<file path="src/mrdma_pkg.sv">
/*
  shared widths, field positions and encodings for the mrdma ingress
  command generator
*/
package mrdma_pkg;

  // ====================
  // address widths
  // ====================

  // byte bits dropped by the 8-byte address unit
  localparam int atom_shift  = 3;
  // full byte address sent to the dma
  localparam int dma_addr_w  = 32;
  // address in 8-byte units
  localparam int line_addr_w = dma_addr_w - atom_shift;

  // ====================
  // cube shape
  // ====================

  // channel, height and width registers
  localparam int dim_w      = 13;
  // channel-group count, one more bit than channel[12:3]
  localparam int surf_cnt_w = 11;
  // request size field
  localparam int size_w     = 15;

  // ====================
  // payload layouts
  // ====================

  // dma request: byte address low, size on top
  localparam int dma_pd_w = dma_addr_w + size_w;
  // queue entry: size[12:0] low, cube end at bit 13
  localparam int cq_pd_w  = 14;

  // perf counter
  localparam int stall_w = 32;

  // input precision encoding
  localparam logic [1:0] prec_int8 = 2'd0;

endpackage

</file>
<file path="src/mrdma_step_if.sv">
/*
  walk step channel from the cube walker to the issue stage
*/
interface mrdma_step_if;
  import mrdma_pkg::*;

  // step handshake
  logic                   valid;
  logic                   ready;
  // step payload, held while valid and not taken
  logic [line_addr_w-1:0] addr;
  logic [size_w-1:0]      size;
  logic                   cube_end;

  // walker side produces steps
  modport walker (
    output valid, addr, size, cube_end,
    input  ready
  );

  // issue side consumes them
  modport issue (
    input  valid, addr, size, cube_end,
    output ready
  );

endinterface

</file>
<file path="src/mrdma_cube_walker.sv">
/*
  cube walker: busy flag, channel-group and line counters,
  line and surface base addresses, per-step size and cube end
*/
module mrdma_cube_walker (
  input  logic                              nvdla_core_clk,
  input  logic                              nvdla_core_rstn,
  input  logic                              op_load,
  input  logic [1:0]                        in_precision,
  input  logic [mrdma_pkg::dim_w-1:0]       channel,
  input  logic [mrdma_pkg::dim_w-1:0]       height,
  input  logic [mrdma_pkg::dim_w-1:0]       width,
  input  logic [mrdma_pkg::line_addr_w-1:0] base_addr,
  input  logic [mrdma_pkg::line_addr_w-1:0] line_stride,
  input  logic [mrdma_pkg::line_addr_w-1:0] surf_stride,
  mrdma_step_if.walker                      step
);
  import mrdma_pkg::*;

  logic                   busy;
  logic                   step_accept;
  logic                   mode_1x1_pack;
  logic [surf_cnt_w-1:0]  last_group;
  logic [surf_cnt_w-1:0]  count_c;
  logic [dim_w-1:0]       count_h;
  logic                   is_last_c;
  logic                   is_last_h;
  logic                   is_surf_end;
  logic                   is_cube_end;
  logic [line_addr_w-1:0] base_addr_line;
  logic [line_addr_w-1:0] base_addr_surf;

  // ====================
  // config decode
  // ====================

  // 1x1 pack, a single request covers the whole cube
  assign mode_1x1_pack = (width == '0) && (height == '0);

  // groups minus one: 8 channels per group at int8, 4 otherwise
  assign last_group = (in_precision == prec_int8) ?
                      {1'b0, channel[dim_w-1:3]} : channel[dim_w-1:2];

  // ====================
  // busy and handshake
  // ====================

  assign step_accept = step.valid & step.ready;

  always_ff @(posedge nvdla_core_clk or negedge nvdla_core_rstn) begin
    if (!nvdla_core_rstn) begin
      busy <= 1'b0;
    end else if (op_load) begin
      busy <= 1'b1;
    end else if (step_accept && is_cube_end) begin
      // last step gone, idle next cycle
      busy <= 1'b0;
    end
  end

  // ====================
  // walk position
  // ====================

  assign is_last_c   = (count_c == last_group);
  assign is_last_h   = (count_h == height);
  // every step ends a line, so surface end is only the height check
  assign is_surf_end = mode_1x1_pack | is_last_h;
  assign is_cube_end = is_surf_end & (mode_1x1_pack | is_last_c);

  // channel groups
  always_ff @(posedge nvdla_core_clk or negedge nvdla_core_rstn) begin
    if (!nvdla_core_rstn) begin
      count_c <= '0;
    end else if (step_accept) begin
      if (is_cube_end) begin
        count_c <= '0;
      end else if (is_surf_end) begin
        count_c <= count_c + 1'b1;
      end
    end
  end

  // lines inside one group
  always_ff @(posedge nvdla_core_clk or negedge nvdla_core_rstn) begin
    if (!nvdla_core_rstn) begin
      count_h <= '0;
    end else if (step_accept) begin
      if (is_surf_end) begin
        count_h <= '0;
      end else begin
        count_h <= count_h + 1'b1;
      end
    end
  end

  // ====================
  // base addresses
  // ====================

  // both reload at op_load, surface end restarts lines on the next group
  always_ff @(posedge nvdla_core_clk) begin
    if (op_load) begin
      base_addr_line <= base_addr;
      base_addr_surf <= base_addr;
    end else if (step_accept) begin
      if (is_surf_end) begin
        base_addr_line <= base_addr_surf + surf_stride;
        base_addr_surf <= base_addr_surf + surf_stride;
      end else begin
        base_addr_line <= base_addr_line + line_stride;
      end
    end
  end

  // ====================
  // step out
  // ====================

  assign step.valid    = busy;
  assign step.addr     = base_addr_line;
  assign step.cube_end = is_cube_end;

  // pack mode sends the group count, otherwise the line width
  assign step.size = mode_1x1_pack ?
                     {{(size_w - surf_cnt_w){1'b0}}, last_group} :
                     {{(size_w - dim_w){1'b0}}, width};

endmodule

</file>
<file path="src/mrdma_req_issue.sv">
/*
  issue stage: one-entry step register, dma and queue payload packing,
  cross-gated valids with joint acceptance
*/
module mrdma_req_issue (
  input  logic                           nvdla_core_clk,
  input  logic                           nvdla_core_rstn,
  input  logic                           dma_rd_req_rdy,
  input  logic                           ig2cq_prdy,
  mrdma_step_if.issue                    step,
  output logic                           dma_rd_req_vld,
  output logic [mrdma_pkg::dma_pd_w-1:0] dma_rd_req_pd,
  output logic                           ig2cq_pvld,
  output logic [mrdma_pkg::cq_pd_w-1:0]  ig2cq_pd
);
  import mrdma_pkg::*;

  logic                   full;
  logic                   step_accept;
  logic                   out_accept;
  logic [line_addr_w-1:0] addr_q;
  logic [size_w-1:0]      size_q;
  logic                   cube_end_q;
  logic [dma_addr_w-1:0]  byte_addr;

  // ====================
  // handshakes
  // ====================

  // both ports take the entry in the same cycle or not at all
  assign out_accept  = full & dma_rd_req_rdy & ig2cq_prdy;
  // take a new step when empty or draining now
  assign step.ready  = ~full | out_accept;
  assign step_accept = step.valid & step.ready;

  always_ff @(posedge nvdla_core_clk or negedge nvdla_core_rstn) begin
    if (!nvdla_core_rstn) begin
      full <= 1'b0;
    end else if (step_accept) begin
      full <= 1'b1;
    end else if (out_accept) begin
      full <= 1'b0;
    end
  end

  // step payload
  always_ff @(posedge nvdla_core_clk) begin
    if (step_accept) begin
      addr_q     <= step.addr;
      size_q     <= step.size;
      cube_end_q <= step.cube_end;
    end
  end

  // ====================
  // port side
  // ====================

  // each valid waits on the other port's ready
  assign dma_rd_req_vld = full & ig2cq_prdy;
  assign ig2cq_pvld     = full & dma_rd_req_rdy;

  // 8-byte units back to a byte address
  assign byte_addr     = {addr_q, {atom_shift{1'b0}}};
  assign dma_rd_req_pd = {size_q, byte_addr};

  // queue keeps only the low size bits plus cube end
  assign ig2cq_pd = {cube_end_q, size_q[cq_pd_w-2:0]};

endmodule

</file>
<file path="src/mrdma_stall_counter.sv">
/*
  dma request stall counter with enable and clear at op_load
*/
module mrdma_stall_counter (
  input  logic                          nvdla_core_clk,
  input  logic                          nvdla_core_rstn,
  input  logic                          op_load,
  input  logic                          perf_dma_en,
  input  logic                          dma_rd_req_vld,
  input  logic                          dma_rd_req_rdy,
  output logic [mrdma_pkg::stall_w-1:0] dp2reg_mrdma_stall
);
  import mrdma_pkg::*;

  logic               cnt_en;
  logic               stall_inc;
  logic [stall_w-1:0] stall_cnt;

  // request offered but not taken
  assign stall_inc = dma_rd_req_vld & ~dma_rd_req_rdy;

  // enable sampled once per op
  always_ff @(posedge nvdla_core_clk or negedge nvdla_core_rstn) begin
    if (!nvdla_core_rstn) begin
      cnt_en <= 1'b0;
    end else if (op_load) begin
      cnt_en <= perf_dma_en;
    end
  end

  // wraps at full width, holds while disabled
  always_ff @(posedge nvdla_core_clk or negedge nvdla_core_rstn) begin
    if (!nvdla_core_rstn) begin
      stall_cnt <= '0;
    end else if (op_load) begin
      stall_cnt <= '0;
    end else if (cnt_en && stall_inc) begin
      stall_cnt <= stall_cnt + 1'b1;
    end
  end

  assign dp2reg_mrdma_stall = stall_cnt;

endmodule

</file>
<file path="src/mrdma_ig_top.sv">
/*
  mrdma ingress command generator top: walker, issue stage
  and stall counter behind plain ports
*/
module mrdma_ig_top (
  input  logic                              nvdla_core_clk,
  input  logic                              nvdla_core_rstn,
  input  logic                              op_load,
  // configuration
  input  logic [1:0]                        reg2dp_in_precision,
  input  logic [mrdma_pkg::dim_w-1:0]       reg2dp_channel,
  input  logic [mrdma_pkg::dim_w-1:0]       reg2dp_height,
  input  logic [mrdma_pkg::dim_w-1:0]       reg2dp_width,
  input  logic [mrdma_pkg::line_addr_w-1:0] reg2dp_src_base_addr_low,
  input  logic [mrdma_pkg::line_addr_w-1:0] reg2dp_src_line_stride,
  input  logic [mrdma_pkg::line_addr_w-1:0] reg2dp_src_surface_stride,
  input  logic                              reg2dp_perf_dma_en,
  // dma read request
  output logic                              dma_rd_req_vld,
  input  logic                              dma_rd_req_rdy,
  output logic [mrdma_pkg::dma_pd_w-1:0]    dma_rd_req_pd,
  // context queue
  output logic                              ig2cq_pvld,
  input  logic                              ig2cq_prdy,
  output logic [mrdma_pkg::cq_pd_w-1:0]     ig2cq_pd,
  // perf
  output logic [mrdma_pkg::stall_w-1:0]     dp2reg_mrdma_stall
);

  // walker to issue stage
  mrdma_step_if step_if ();

  // ====================
  // stage 1, cube walk
  // ====================

  mrdma_cube_walker u_walker (
    .nvdla_core_clk  (nvdla_core_clk),
    .nvdla_core_rstn (nvdla_core_rstn),
    .op_load         (op_load),
    .in_precision    (reg2dp_in_precision),
    .channel         (reg2dp_channel),
    .height          (reg2dp_height),
    .width           (reg2dp_width),
    .base_addr       (reg2dp_src_base_addr_low),
    .line_stride     (reg2dp_src_line_stride),
    .surf_stride     (reg2dp_src_surface_stride),
    .step            (step_if.walker)
  );

  // ====================
  // stage 2, issue
  // ====================

  mrdma_req_issue u_issue (
    .nvdla_core_clk  (nvdla_core_clk),
    .nvdla_core_rstn (nvdla_core_rstn),
    .dma_rd_req_rdy  (dma_rd_req_rdy),
    .ig2cq_prdy      (ig2cq_prdy),
    .step            (step_if.issue),
    .dma_rd_req_vld  (dma_rd_req_vld),
    .dma_rd_req_pd   (dma_rd_req_pd),
    .ig2cq_pvld      (ig2cq_pvld),
    .ig2cq_pd        (ig2cq_pd)
  );

  // stalls seen on the dma port
  mrdma_stall_counter u_stall (
    .nvdla_core_clk     (nvdla_core_clk),
    .nvdla_core_rstn    (nvdla_core_rstn),
    .op_load            (op_load),
    .perf_dma_en        (reg2dp_perf_dma_en),
    .dma_rd_req_vld     (dma_rd_req_vld),
    .dma_rd_req_rdy     (dma_rd_req_rdy),
    .dp2reg_mrdma_stall (dp2reg_mrdma_stall)
  );

endmodule

</file>
<file path="config.mk">
export PLATFORM = sky130hd
export DESIGN_NAME = mrdma_ig_top
export DESIGN_NICKNAME = d
export VERILOG_FILES = /design/src/mrdma_pkg.sv /design/src/mrdma_step_if.sv /design/src/mrdma_cube_walker.sv /design/src/mrdma_req_issue.sv /design/src/mrdma_stall_counter.sv /design/src/mrdma_ig_top.sv
export SDC_FILE = /design/constraint.sdc
export NUM_CORES = 1
export LEC_CHECK = 0
export ABC_CLOCK_PERIOD_IN_PS = 2960
export BUFFER_PORTS_ARGS = -buffer_cell sky130_fd_sc_hd__buf_2
export CAP_MARGIN = 15
export CORE_MARGIN = 2
export CORE_UTILIZATION = 50
export CTS_CLUSTER_SIZE = 8
export DETAILED_ROUTE_END_ITERATION = 7
export GPL_TIMING_DRIVEN = 0
export PLACE_DENSITY = 0.78
export SYNTH_ARGS = -nofsm -noshare
export SYNTH_HDL_FRONTEND = slang
export SYNTH_SLANG_ARGS = --single-unit
</file>
<file path="constraint.sdc">
create_clock -name nvdla_core_clk -period 2.96 [get_ports nvdla_core_clk]
set_input_delay 0.592 -clock nvdla_core_clk [delete_from_list [all_inputs] [get_ports nvdla_core_clk]]
set_output_delay 0.592 -clock nvdla_core_clk [all_outputs]
set_load 0.05 [all_outputs]
</file>
### Word-level counts from Yosys, hierarchy flattened

Cells that the tools add are included.

| word-level totals | value |
|---|---|
| register bits | 162 |
| output and inout bits | 95 |
| logic and storage cells | 61 |

| cells by class | value |
|---|---|
| add/sub/neg operators | 5 |
| eq/ne operators | 2 |
| muxes and demuxes | 17 |
| bitwise operators | 11 |
| reduce and logical (&&, ||, !) cells | 14 |

Operators with widths:

| cell | count |
|---|---|
| $mux W29 | 6 |
| $mux W32 | 2 |
| $add A29 B29 Y29 | 2 |
| $mux W11 | 4 |
| $add A32 B1 Y32 const B | 1 |
| $logic_not A13 Y1 | 2 |
| $add A13 B1 Y13 const B | 1 |
| $eq A13 B13 Y1 | 1 |
| $mux W13 | 1 |
| $reduce_bool A2 Y1 | 6 |
| $add A11 B1 Y11 const B | 1 |
| $eq A11 B11 Y1 | 1 |
| $and A1 B1 Y1 | 6 |
| $mux W1 | 4 |
| $reduce_and A2 Y1 | 2 |
| $logic_and A1 B1 Y1 | 3 |
| $or A1 B1 Y1 | 3 |
| $logic_not A2 Y1 | 1 |
| $not A1 Y1 | 2 |

### Longest topological paths before layout

Gate-level depths: netlist of run 1.

| logic depth | value |
|---|---|
| depth after elaboration | 8 |
| mapped depth | 12 |

### Hierarchy

A second synthesis of run 1 with hierarchy kept.

| second synthesis, totals | value |
|---|---|
| cells, all modules | 1,058 |
| area, all modules | 10,490.1 µm² |

Modules (own cells, without submodules):

| module | times used | cells an instance | area each (µm²) | sequential area each (µm²) |
|---|---|---|---|---|
| mrdma_cube_walker | 1 | 801 | 7,129.3 | 2,367.3 |
| mrdma_stall_counter | 1 | 187 | 1,804.2 | 825.8 |
| mrdma_req_issue | 1 | 70 | 1,556.5 | 1,376.3 |

### Least setup slack after synthesis of run 1

Ideal clock, no wire load.

| path | value |
|---|---|
| kind | input to register |
| start | in reg2dp_src_line_stride[0] in the netlist's numbering |
| end | reg u_walker.base_addr_line[28], in the netlist u_walker.step.addr[28] (data pin) |
| arrival | 3.005 ns |
| slack | -0.178 ns |
| stages on the path | 11 |
| cell sequence | ha_1 fa_1 a211oi_2 o211ai_1 a31oi_1 o21bai_2 a211o_1 a21oi_2 o311a_1 mux2i_1 o221a_1 |

| on the way | value |
|---|---|
| word-level cells in the longest chain between the ends | 4 |

Ends and longest elaborated chain:

| item | line | text |
|---|---|---|
| from (decl) | mrdma_ig_top.sv:15 | `input logic [mrdma_pkg::line_addr_w-1:0] reg2dp_src_line_stride,` |
| $add A29 B29 Y29 | mrdma_cube_walker.sv:111 | `base_addr_line <= base_addr_line + line_stride;` |
| $mux W29 | mrdma_cube_walker.sv:107 | `if (is_surf_end) begin` |
| $mux W29 | mrdma_cube_walker.sv:106 | `end else if (step_accept) begin` |
| $mux W29 | mrdma_cube_walker.sv:103 | `if (op_load) begin` |
| to (signal assigned) | mrdma_cube_walker.sv:104 | `base_addr_line <= base_addr;` |
| to (signal assigned) | mrdma_cube_walker.sv:108 | `base_addr_line <= base_addr_surf + surf_stride;` |
| to (signal assigned) | mrdma_cube_walker.sv:111 |  |
| to (decl) | mrdma_cube_walker.sv:30 | `logic [line_addr_w-1:0] base_addr_line;` |

No other way between the ends. The select of a mux whose other input is x is not followed.
A chain may end at the register's enable or synchronous reset.

### Worst setup path after layout of run 1

| path | value |
|---|---|
| start | reg u_walker.base_addr_surf[0] |
| end | reg u_walker.base_addr_surf[28] (data pin) |

| on the way | value |
|---|---|
| word-level cells in the longest chain between the ends | 4 |

Ends and longest elaborated chain:

| item | line | text |
|---|---|---|
| from (decl) | mrdma_cube_walker.sv:31 | `logic [line_addr_w-1:0] base_addr_surf;` |
| from (signal assigned) | mrdma_cube_walker.sv:105 | `base_addr_surf <= base_addr;` |
| from (signal assigned) | mrdma_cube_walker.sv:109 | `base_addr_surf <= base_addr_surf + surf_stride;` |
| $add A29 B29 Y29 | mrdma_cube_walker.sv:109 |  |
| $mux W29 | mrdma_cube_walker.sv:107 |  |
| $mux W29 | mrdma_cube_walker.sv:106 |  |
| $mux W29 | mrdma_cube_walker.sv:103 |  |

No other way between the ends. The select of a mux whose other input is x is not followed.

==> summary.txt, run 1 <==
Clocking
  • CTS Buf Count: 17
  • Post-CTS Hold Fix Bufs: 0
  • Register clock-pin slew on the reported worst setup and hold paths: 0.06 ns
  • Num Clock Sinks: 160
  • H-Tree Depth: 4
  • Clk_lat worst skew: 0.43 ns
  • CTS tree: yes
  • Clock Path Buffers: 2
  • Root Buffer: clkbuf_16

Critical path
  • Setup crit start kind: flop
  • CP Capture Type: flop
  • Kind of critical path: flop to flop
  • WP data required: 3.14 ns
  • Reg2reg start: u_walker.base_addr_surf[0]
  • Max FO, Critical Path: 3
  • CP Launch Point: u_walker.base_addr_surf[0]
  • Worst Reg-to-Reg Cells: 11
  • Arrival time worst endpoint: 3.20 ns

Yosys
  • Synth async-reset ratio: 0.369
  • Synthesized-area fraction occupied by adder cells: 0.0766
  • Largest family of logic cells by synthesized area: compound AO/OA/AOI/OAI gates
  • Sequential fraction of the synthesis area: 0.444
  • Synth Cell Area: 10,200 sq um
  • Mux share of post-synthesis cell area: 0.0191
  • Post-synthesis compound-gate area fraction: 0.173
  • Post-Synth XOR/XNOR Area: 0.0965
  • Syn Inst Count: 1,030
  • Syn. warnings: 0
  • Syn_area_per_cell: 9.87 sq um
  • Most used flip-flop cell after synthesis: edfxtp_1
  • Post-synthesis simple-gate area fraction: 0.157
  • FF+latch count, synth: 160
  • Post-synth EDFFs: 101
  • Synth cell types: 67

Global route
  • GRT Max-Usage Layer: met2
  • Total GRT Usage: 0.255
  • Grt met1 use: 0.352
  • Vias in the first global route: 8,575
  • Antenna violations before repair: 2
  • GR Layer Usage met3: 0.0481
  • Met2 usage: 0.410
  • Largest net degree at the start of global routing: 39
  • First-pass GRT wire length: 43,400 microns
  • Grt ovf: 0

Detailed routing
  • Vias per std cell: 5.62
  • Drt pass-1 iters: 5
  • Total wire length: 27,700 microns
  • DR iter-0 viols: 551
  • Residual DRC: 0
  • Final ANT Viol Nets: 0
  • Wire length per cell: 17.5 microns
  • Routed vias: 8,886

Placement
  • Port-buffer cells: 220
  • RePlAce Congestion: 0.952
  • Hpwl dp: 20,700 microns
  • Placement Setup Slack: -0.618 ns

Timing
  • Tightest Pin Transition: 0.858 ns
  • Slew headroom: 0.424
  • Hold Worst Slack: 0.132 ns
  • Worst setup margin: -0.0595 ns
  • Final min period: 3.02 ns
  • Setup Viol. Count Final: 3
  • Max Slew Vio Count: 0
  • RSZ-0062 raised after global routing: true
  • Tcrit/Tclk final: 1.02
  • Count of final hold-check violations: 0
  • Fin Setup TNS: -0.0931 ns
  • F_max: 0.331 GHz
  • Fin Clk Skew: 0.0117 ns

Die
  • Total core area: 20,100 sq um
  • Die height: 147 microns
  • Num ports: 229
  • Die W: 147 microns
  • Initial Utilization: 0.506
  • Std-Cell Rows: 52
  • Die area: 21,500 sq um

Power
  • Leak: 5.60 nW
  • Pwr Total: 7.23 mW
  • Maximum vdd drop: 0.000485 V
  • Pwr dens: 571 nW/um^2

Final layout
  • Share of cells above drive strength 1: 0.273
  • Nets@finish: 1,491
  • Area Overhead vs Synth: 24.5%

Run status
  • Failing checks: setup timing
  • Status: finished, violations left

Worst hold path
  • HP Class: input pin to asynchronous set/reset pin

Flow run
  • Max_cap viols: 0
critical path: stages, from the launching register on:
cell	delay (ns)
edfxtp_1	0.41
ha_4	0.20
fa_2	0.34
a211oi_2	0.25
o211ai_1	0.18
nand3_2	0.16
nand3b_1	0.18
a31oi_4	0.26
o21ai_2	0.11
a221oi_2	0.30
xnor2_1	0.13
mux2_4	0.27
path summary, 6_finish.rpt:
kind | to | slack (ns)
worst max-delay path | u_walker.base_addr_surf[28] | -0.06
worst min-delay path | u_walker.count_c[8] | 0.13
worst max register to register | u_walker.base_addr_surf[28] | -0.06
worst min register to register | u_issue.addr_q[8] | 0.45
max in group asynchronous | u_stall.dp2reg_mrdma_stall[0] | 2.24
min in group nvdla_core_clk | u_stall.cnt_en | 0.42
flip-flops by register name, indices dropped and copies added, names as in the netlist:
signal and count:
u_issue.full 1, u_walker.count_c 11, u_stall.dp2reg_mrdma_stall 32, u_walker.step.addr 29
u_issue.addr_q 29, u_issue.cube_end_q 1, u_walker.count_h 13, u_issue.size_q 13
u_stall.cnt_en 1, u_walker.step.valid 1, u_walker.base_addr_surf 29
per-layer routing:
metal | vias to the layer above | routed length (microns)
li1 | 4280 | -
met1 | 4201 | 12300
met2 | 367 | 12900
met3 | 38 | 1890
met4 | 0 | 598
met5 | - | 0
Yosys cell counts (all sizes together) (19+ instances only):
library cell / count / area, sq um
edfxtp: 101 / 3030
nand2: 113 / 424
a21oi: 70 / 354
xnor2: 50 / 438
ha: 59 / 738
and3: 25 / 156
a21o: 24 / 180
buf: 29 / 195
dfrtp: 59 / 1480
nand3: 36 / 180
o21ai: 92 / 460
o21bai: 19 / 146
xor2: 62 / 543
nor2: 80 / 315
clkbuf: 24 / 90.1
cell usage in the layout, fill, tap and decap left out, types with 7 or more instances in the layout:
cell type,count
buf_2,226
nand2_1,112
edfxtp_1,101
nor2_1,78
o21ai_0,76
a21oi_1,64
xor2_1,62
dfrtp_1,59
xnor2_1,50
ha_1,50
buf_4,40
nand3_1,34
clkbuf_1,28
and3_1,25
a21o_1,24
o21bai_1,18
clkbuf_16,17
mux2i_1,16
inv_1,15
nand4_1,14
o21ai_1,13
nand2b_1,11
o211ai_1,9
nor4_1,8
nor2b_1,8
and2_1,7
or3_1,7
ha_4,7
layout make-up:
| type | instances | area, sq um |
|---|---|---|
| plain buffers | 53 | 287 |
| clock inverters | 9 | 82.6 |
| multi-input cells | 805 | 5590 |
| diodes | 3 | 7.51 |
| fillers | 1658 | 7450 |
| flip-flops and latches | 160 | 4510 |
| repair buffers | 243 | 1330 |
| inverters | 16 | 60.1 |
| clock buffers | 23 | 458 |
| well taps | 270 | 338 |
repair_timing:
action,in CTS,in global routing
setup endpoints to repair,43,60
buffers inserted,9,10
resized for setup,24,28
pin swaps,17,26
where the power goes:
part           internal (mW)  leakage [nW]  switching [mW]
registers               2.66          1.79           0.139
clock network           1.18         0.263           0.890
logic                  0.966          3.54            1.39
total                   4.81          5.60            2.42
logic make-up (layout without fill, tap and decap cells):
logic type               Yosys count  after routing
other                              1              8
AND/OR/NAND/NOR                  332            332
buffers and inverters             69            344
flip-flops                       160            160
multiplexers                      19             19
adder cells (fa/ha/maj)           61             61
AO/OA/AOI/OAI                    276            276
XOR/XNOR                         112            112
per-stage QoR:
stage	instances	utilization	instance area (sq um)
final	1582	0.630	12700
after global routing	1581	0.629	12700
after CTS	1569	0.618	12400
after detailed placement	1528	0.583	11700
after global placement	1524	0.579	11600
after floorplan	1034	-	10200
No activity file was read; power rests on OpenSTA's default activity.
==> inputs of run 2 (changes only) <==
--- a/config.mk
+++ b/config.mk
@@ -5,15 +5,16 @@
 export SDC_FILE = /design/constraint.sdc
 export NUM_CORES = 1
 export LEC_CHECK = 0
-export ABC_CLOCK_PERIOD_IN_PS = 2960
+export ABC_CLOCK_PERIOD_IN_PS = 3800
 export BUFFER_PORTS_ARGS = -buffer_cell sky130_fd_sc_hd__buf_2
 export CAP_MARGIN = 15
 export CORE_MARGIN = 2
-export CORE_UTILIZATION = 50
+export CORE_UTILIZATION = 59
 export CTS_CLUSTER_SIZE = 8
 export DETAILED_ROUTE_END_ITERATION = 7
 export GPL_TIMING_DRIVEN = 0
-export PLACE_DENSITY = 0.78
+export MAX_ROUTING_LAYER = met4
+export PLACE_DENSITY = 0.86
 export SYNTH_ARGS = -nofsm -noshare
 export SYNTH_HDL_FRONTEND = slang
 export SYNTH_SLANG_ARGS = --single-unit
==> constraint.sdc (replaced) <==
create_clock -name nvdla_core_clk -period 3.8 [get_ports nvdla_core_clk]
set_input_delay 0.76 -clock nvdla_core_clk [delete_from_list [all_inputs] [get_ports nvdla_core_clk]]
set_output_delay 0.76 -clock nvdla_core_clk [all_outputs]
set_load 0.05 [all_outputs]
==> run 2 against run 1 <==
The flow now finishes without violations. Routed wire length shrank 4.4%. Combinational power down 28%. Utilization grew 10 points. Non-clock buffer count shrank 19. Via count increased by 1.4%. Sequential cell count did not move. First-iteration DRC count grew 9.1%. Die area decreased by 15%. Worst setup slack better by 0.37 ns. Count of clock-buffer cells in the layout up 2. Worst hold slack better by 0.15 ns. Design area shrank 3.2%. Largest power group unchanged. Highest routed layer unchanged.
==> summary.txt, run 2 (synthesis gave the netlist of run 1 again) <==
Die
  • Die W: 135 microns (was 147 microns)
  • Std-Cell Rows: 47 (was 52)
  • Die height: 135 microns (was 147 microns)
  • Initial Utilization: 0.609 (was 0.506)
  • Num ports: 229 (unchanged)
  • Total core area: 16,700 sq um (was 20,100 sq um)
  • Die area: 18,300 sq um (was 21,500 sq um)

Placement
  • Port-buffer cells: 220 (unchanged)
  • Hpwl dp: 20,000 microns (was 20,700 microns)
  • RePlAce Congestion: 0.945 (was 0.952)
  • DP Area: 11,700 sq um (about the same)

Critical path
  • Setup slack, reg-to-reg: 0.36 ns (was -0.06 ns)
  • Worst Reg-to-Reg Cells: 11 (unchanged)
  • CP Capture Type: flop (unchanged)
  • Setup crit start kind: input pin (was flop)
  • Max FO, Critical Path: 3 (unchanged)
  • WP data required: 3.99 ns (was 3.14 ns)
  • Kind of critical path: input pin to flop (was flop to flop)
  • Arrival time worst endpoint: 3.68 ns (was 3.20 ns)

Detailed routing
  • Residual DRC: 0 (unchanged)
  • DR iter-0 viols: 601 (was 551)
  • Routed vias: 9,011 (was 8,886)
  • Drt pass-1 iters: 6 (was 5)
  • Wire length per cell: 17.5 microns (about the same)
  • Final ANT Viol Nets: 0 (unchanged)
  • Vias per std cell: 5.97 (was 5.62)
  • Total wire length: 26,500 microns (was 27,700 microns)

Final layout
  • Final Core Density: 0.734 (was 0.630)
  • Nets@finish: 1,472 (was 1,491)
  • Share of cells above drive strength 1: 0.236 (was 0.273)
  • Max reg flops: 32 (unchanged)
  • Final instance area: 12,300 sq um (was 12,700 sq um)
  • Filler instances: 1,199 (was 1,658)
  • Ant. Diodes: 0 (was 3)
  • Area Overhead vs Synth: 20.6% (was 24.5%)
  • Most frequent cells in the layout: 226 x buf_2, 113 x nand2_1, 101 x edfxtp_1, 87 x o21ai_0, 78 x nor2_1 (was 226 x buf_2, 112 x nand2_1, 101 x edfxtp_1, 78 x nor2_1, 76 x o21ai_0)
  • Commonest non-fill, non-tap cell in the layout: buf_2 (unchanged)

Power
  • Leak: 5.52 nW (was 5.60 nW)
  • Maximum vdd drop: 0.000373 V (was 0.000485 V)
  • Pwr dens: 458 nW/um^2 (was 571 nW/um^2)
  • Psw: 1.83 mW (was 2.42 mW)
  • Total internal power: 3.78 mW (was 4.81 mW)
  • Net Sw Frac: 0.326 (was 0.335)
  • Seq pwr share: 0.388 (was 0.387)
  • Clock share of power: 0.310 (was 0.286)
  • Combinational power share: 0.301 (was 0.326)

Timing
  • RSZ-0062 raised after global routing: false (was true)
  • Tightest Pin Transition: 0.724 ns (was 0.858 ns)
  • Fin Clk Skew: 0.0122 ns (was 0.0117 ns)
  • Max Slew Vio Count: 0 (unchanged)
  • Count of final hold-check violations: 0 (unchanged)
  • Setup Viol. Count Final: 0 (was 3)
  • Fin Setup TNS: 0 ns (was -0.0931 ns)
  • F_max: 0.286 GHz
  • Tcrit/Tclk final: 0.920
  • Hold Worst Slack: 0.277 ns (was 0.132 ns)
  • Slew headroom: 0.514 (was 0.424)
  • Final min period: 3.49 ns

Clocking
  • H-Tree Depth: 4 (unchanged)
  • Setup Buffers After CTS: 0 (was 9)
  • Num Clock Sinks: 160 (unchanged)
  • Root Buffer: clkbuf_16 (unchanged)
  • CTS Buf Count: 17 (unchanged)
  • Clock Path Buffers: 2 (unchanged)
  • Post-CTS Resized: 0 (was 24)
  • Clk_lat worst skew: 0.44 ns (was 0.43 ns)
  • Post-CTS Hold Fix Bufs: 0 (unchanged)
  • CTS tree: yes (unchanged)
  • Register clock-pin slew on the reported worst setup and hold paths: 0.07 ns (was 0.06 ns)

Worst hold path
  • HP Class: input pin to asynchronous set/reset pin (unchanged)

Global route
  • Vias in the first global route: 8,544 (was 8,575)
  • First-pass GRT wire length: 41,500 microns (was 43,400 microns)
  • Largest net degree at the start of global routing: 39 (unchanged)
  • Antenna violations before repair: 0 (was 2)
  • Total GRT Usage: 0.300 (was 0.255)
  • Grt ovf: 0 (unchanged)

Run status
  • Status: complete, no violations (was finished, violations left)

Flow run
  • Max_cap viols: 0 (unchanged)
## run 2: cell count changes in the layout (fill, tap and decap cells not counted), moves of 4 or more
cell      change
buf_4        -19
o21ai_0      +11
ha_1          +9
o21ai_1       -8
ha_4          -7
a21oi_1       +5
a31oi_1       +5
a21oi_2       -4
a221oi_1      +4
a221oi_2      -4
## run 2: power groups by stage
| stage | Combinational, mW | Sequential, mW | Clock (mW) |
|---|---|---|---|
| detailed placement | 1.64 | 2.21 | 0 |
| floorplan | 1.13 | 2.28 | 0 |
| CTS | 1.67 | 2.17 | 1.76 |
| global placement | 1.60 | 2.20 | 0 |
| finish | 1.69 | 2.18 | 1.74 |
| global route | 1.85 | 2.19 | 1.83 |
## run 2: critical path, stage by stage
cell      delay (ns)
buf_2           0.11
ha_1            0.24
fa_1            0.44
a211oi_2        0.28
o211ai_1        0.21
nand3_1         0.23
nand3b_1        0.16
a31oi_1         0.31
o21ai_1         0.18
a221oi_1        0.36
xnor2_1         0.13
mux2_2          0.28
## run 2: metal layers
layer / vias up / global-route usage / wire length, microns
met5: - / - / 0
met4: 0 / 0.124 / 953
met3: 83 / 0.0494 / 2120
met2: 472 / 0.469 / 12300
met1: 4214 / 0.391 / 11100
li1: 4242 / - / -
## run 2: path summary, 6_finish.rpt
check | start | endpoint
setup / recovery | reg2dp_src_surface_stride[0] | u_walker.base_addr_surf[28]
hold / removal | nvdla_core_rstn | u_walker.count_c[8]
hold reg to reg | u_walker.step.addr[18] | u_issue.addr_q[18]
setup reg to reg | u_walker.step.addr[0] | u_walker.step.addr[20]
min in group nvdla_core_clk | u_walker.step.addr[18] | u_issue.addr_q[18]
max in group asynchronous | nvdla_core_rstn | u_stall.dp2reg_mrdma_stall[3]
## run 2: stage by stage
step                instances  setup WS (ns)  power, mW
floorplan                1034          0.494       3.41
global placement         1474         -0.679       3.80
detailed placement       1478        -0.0368       3.85
CTS                      1510          0.388       5.60
global route             1510         0.0772       5.88
finish                   1510          0.306       5.61
## run 2: final cells by class
cell class                      instances  area (sq um)  area share
Sequential cell                       160          4510       0.368
Multi-Input combinational cell        805          5330       0.435
Buffer                                 53           285      0.0233
Timing Repair Buffer                  224          1200      0.0976
Clock inverter                          7          71.3     0.00582
Tap cell                              220           275      0.0225
Inverter                               16          60.1     0.00490
Clock buffer                           25           533      0.0435
==> inputs of run 3 (changes only) <==
--- a/config.mk
+++ b/config.mk
@@ -5,16 +5,16 @@
 export SDC_FILE = /design/constraint.sdc
 export NUM_CORES = 1
 export LEC_CHECK = 0
-export ABC_CLOCK_PERIOD_IN_PS = 3800
+export ABC_CLOCK_PERIOD_IN_PS = 3020
 export BUFFER_PORTS_ARGS = -buffer_cell sky130_fd_sc_hd__buf_2
 export CAP_MARGIN = 15
 export CORE_MARGIN = 2
-export CORE_UTILIZATION = 59
+export CORE_UTILIZATION = 50
 export CTS_CLUSTER_SIZE = 8
 export DETAILED_ROUTE_END_ITERATION = 7
 export GPL_TIMING_DRIVEN = 0
 export MAX_ROUTING_LAYER = met4
-export PLACE_DENSITY = 0.86
+export PLACE_DENSITY = 0.78
 export SYNTH_ARGS = -nofsm -noshare
 export SYNTH_HDL_FRONTEND = slang
 export SYNTH_SLANG_ARGS = --single-unit
==> constraint.sdc (replaced) <==
create_clock -name nvdla_core_clk -period 3.02 [get_ports nvdla_core_clk]
set_input_delay 0.604 -clock nvdla_core_clk [delete_from_list [all_inputs] [get_ports nvdla_core_clk]]
set_output_delay 0.604 -clock nvdla_core_clk [all_outputs]
set_load 0.05 [all_outputs]
==> run 3 against run 2 <==
The run now ends with setup timing left. Highest routed layer unchanged. Via count fell by 2.6%. Critical path type is now flop to flop. Worst setup slack got worse by 0.32 ns. Count of clock-buffer cells in the layout fell by 5.
==> summary.txt, run 3 (synthesis gave the netlist of run 1 again) <==
Run status
  • Status: finished, violations left (was complete, no violations)
  • Failing checks: setup timing

Clocking
  • H-Tree Depth: 4 (unchanged)
  • Clk_lat worst skew: 0.43 ns (was 0.44 ns)
  • CTS Buf Count: 17 (unchanged)
  • Num Clock Sinks: 160 (unchanged)
  • Root Buffer: clkbuf_16 (unchanged)
  • Clock Path Buffers: 2 (unchanged)
  • CTS tree: yes (unchanged)
  • Register clock-pin slew on the reported worst setup and hold paths: 0.06 ns (was 0.07 ns)

Critical path
  • CP Capture Type: flop (unchanged)
  • Setup crit start kind: flop (was input pin)
  • CP Cell Sequence: ha_4, fa_2, a211oi_2, o211ai_1, a31oi_2, o21bai_4, a211o_1, a21oi_2, o311a_1, mux2i_1, o221a_1 (was buf_2, ha_1, fa_1, a211oi_2, o211ai_1, nand3_1, nand3b_1, a31oi_1, o21ai_1, a221oi_1, xnor2_1, mux2_2)
  • Kind of critical path: flop to flop (was input pin to flop)
  • Cell family with most CP delay: compound AO/OA/AOI/OAI gates (unchanged)
  • Max FO, Critical Path: 3 (unchanged)
  • CP bufs+invs: 0 (was 1)
  • Arrival time worst endpoint: 3.32 ns (was 3.68 ns)
  • WP data required: 3.31 ns (was 3.99 ns)
  • Slowest stage delay, CP: 0.42 ns (was 0.44 ns)
  • CP Launch Point: u_walker.step.addr[0] (was reg2dp_src_surface_stride[0])
  • Slowest cell on crit path: edfxtp_1 (was fa_1)
  • Reg2reg start: u_walker.step.addr[0] (unchanged)

Die
  • Die W: 147 microns (was 135 microns)
  • Initial Utilization: 0.506 (was 0.609)
  • Total core area: 20,100 sq um (was 16,700 sq um)
  • Num ports: 229 (unchanged)
  • Die height: 147 microns (was 135 microns)
  • Std-Cell Rows: 52 (was 47)
  • Die area: 21,500 sq um (was 18,300 sq um)

Timing
  • Worst setup margin: -0.0124 ns (was 0.306 ns)
  • Final min period: 3.03 ns
  • RSZ-0062 raised after global routing: true (was false)
  • Tcrit/Tclk final: 1.00
  • Fin Clk Skew: 0.0105 ns (was 0.0122 ns)
  • Slew headroom: 0.371 (was 0.514)
  • Max Slew Vio Count: 0 (unchanged)
  • Fin Setup TNS: -0.0124 ns (was 0 ns)
  • F_max: 0.330 GHz
  • Count of final hold-check violations: 0 (unchanged)
  • Hold Worst Slack: 0.129 ns (was 0.277 ns)
  • Tightest Pin Transition: 0.936 ns (was 0.724 ns)
  • Setup Viol. Count Final: 1 (was 0)

Final layout
  • Nets@finish: 1,484 (was 1,472)
  • Commonest non-fill, non-tap cell in the layout: buf_2 (unchanged)
  • Final Core Density: 0.624 (was 0.734)
  • Max reg flops: 32 (unchanged)
  • Area Overhead vs Synth: 23.4% (was 20.6%)
  • Share of cells above drive strength 1: 0.271 (was 0.236)
  • Final instance area: 12,500 sq um (was 12,300 sq um)
  • Most frequent cells in the layout: 226 x buf_2, 112 x nand2_1, 101 x edfxtp_1, 77 x nor2_1, 77 x o21ai_0 (was 226 x buf_2, 113 x nand2_1, 101 x edfxtp_1, 87 x o21ai_0, 78 x nor2_1)

Placement
  • DP Area: 11,700 sq um (about the same)
  • Hpwl dp: 20,800 microns (was 20,000 microns)
  • RePlAce Congestion: 0.944 (was 0.945)
  • Placement Setup Slack: -0.597 ns (was -0.0368 ns)
  • Port-buffer cells: 220 (unchanged)

Detailed routing
  • Wire length per cell: 17.7 microns (was 17.5 microns)
  • Total wire length: 27,800 microns (was 26,500 microns)
  • Vias per std cell: 5.58 (was 5.97)
  • Final ANT Viol Nets: 0 (unchanged)
  • Routed vias: 8,778 (was 9,011)
  • Residual DRC: 0 (unchanged)
  • DR iter-0 viols: 416 (was 601)
  • Drt pass-1 iters: 5 (was 6)

Global route
  • Total GRT Usage: 0.266 (was 0.300)
  • Grt ovf: 0 (unchanged)
  • Antenna violations before repair: 2 (was 0)
  • Largest net degree at the start of global routing: 41 (was 39)
  • First-pass GRT wire length: 43,300 microns (was 41,500 microns)
  • Vias in the first global route: 8,457 (was 8,544)

Flow run
  • Max_cap viols: 0 (unchanged)

Power
  • Leak: 5.55 nW (was 5.52 nW)
  • Pwr dens: 556 nW/um^2 (was 458 nW/um^2)
  • Maximum vdd drop: 0.000422 V (was 0.000373 V)

Worst hold path
  • HP Class: input pin to asynchronous set/reset pin (unchanged)
## run 3: cell count changes in the layout (fill, tap and decap cells not counted), moves of 4 or more
cell	change
buf_4	+13
o21ai_0	-10
ha_1	-9
o21ai_1	+7
ha_4	+6
a21oi_1	-5
a21oi_2	+5
a221oi_1	-4
a221oi_2	+4
a31oi_1	-4
inv_4	+4
## run 3: layout make-up
cell class | instances | area (sq um)
clock inverters | 11 | 63.8
fillers | 1687 | 7560
repair buffers | 236 | 1270
well taps | 270 | 338
inverters | 16 | 60.1
flip-flops and latches | 160 | 4510
multi-input cells | 805 | 5570
plain buffers | 53 | 285
diodes | 2 | 5.00
clock buffers | 20 | 447
## run 3: worst reg2reg max path, delay by kind of cell (launching register included)
family / cells / cell delay [ns]
AO/OA/AOI/OAI: 8 / 1.72
adder cells (fa/ha/maj): 2 / 0.55
flip-flops: 1 / 0.42
multiplexers: 1 / 0.22
## run 3: metal layers
metal | share of wire | up-vias | global-route usage
met4 | 0.026 | 0 | 0.0859
met2 | 0.48 | 351 | 0.437
li1 | - | 4265 | -
met3 | 0.064 | 55 | 0.0472
met5 | 0 | - | -
met1 | 0.43 | 4107 | 0.334
## run 3: timing repair
action	4_1_cts	5_1_grt
pin swaps	17	22
hold endpoints to repair	0	0
hold buffers	0	0
setup buffers	8	5
endpoints found under the setup margin	42	22
resized for setup	19	30
## run 3: worst paths after layout
kind,endpoint,slack (ns),cells after the start
min reg2reg,u_issue.addr_q[25],0.45,0
min in group nvdla_core_clk,u_issue.size_q[12],0.44,2
max in group asynchronous,u_stall.dp2reg_mrdma_stall[28],2.31,2
min,u_walker.count_c[9],0.13,1
max,u_walker.step.addr[28],-0.01,11
max reg2reg,u_walker.step.addr[28],-0.01,11
## run 3: report_power, final
part,internal (mW),switching (mW)
Clock,1.06,0.889
Combinational,0.931,1.36
Sequential,2.61,0.133
## run 3: metrics by stage
stage	total power [mW]	std cells
global placement	4.80	1524
floorplan	4.29	1034
global route	7.32	1573
finish	6.98	1573
detailed placement	4.86	1527
CTS	6.88	1566
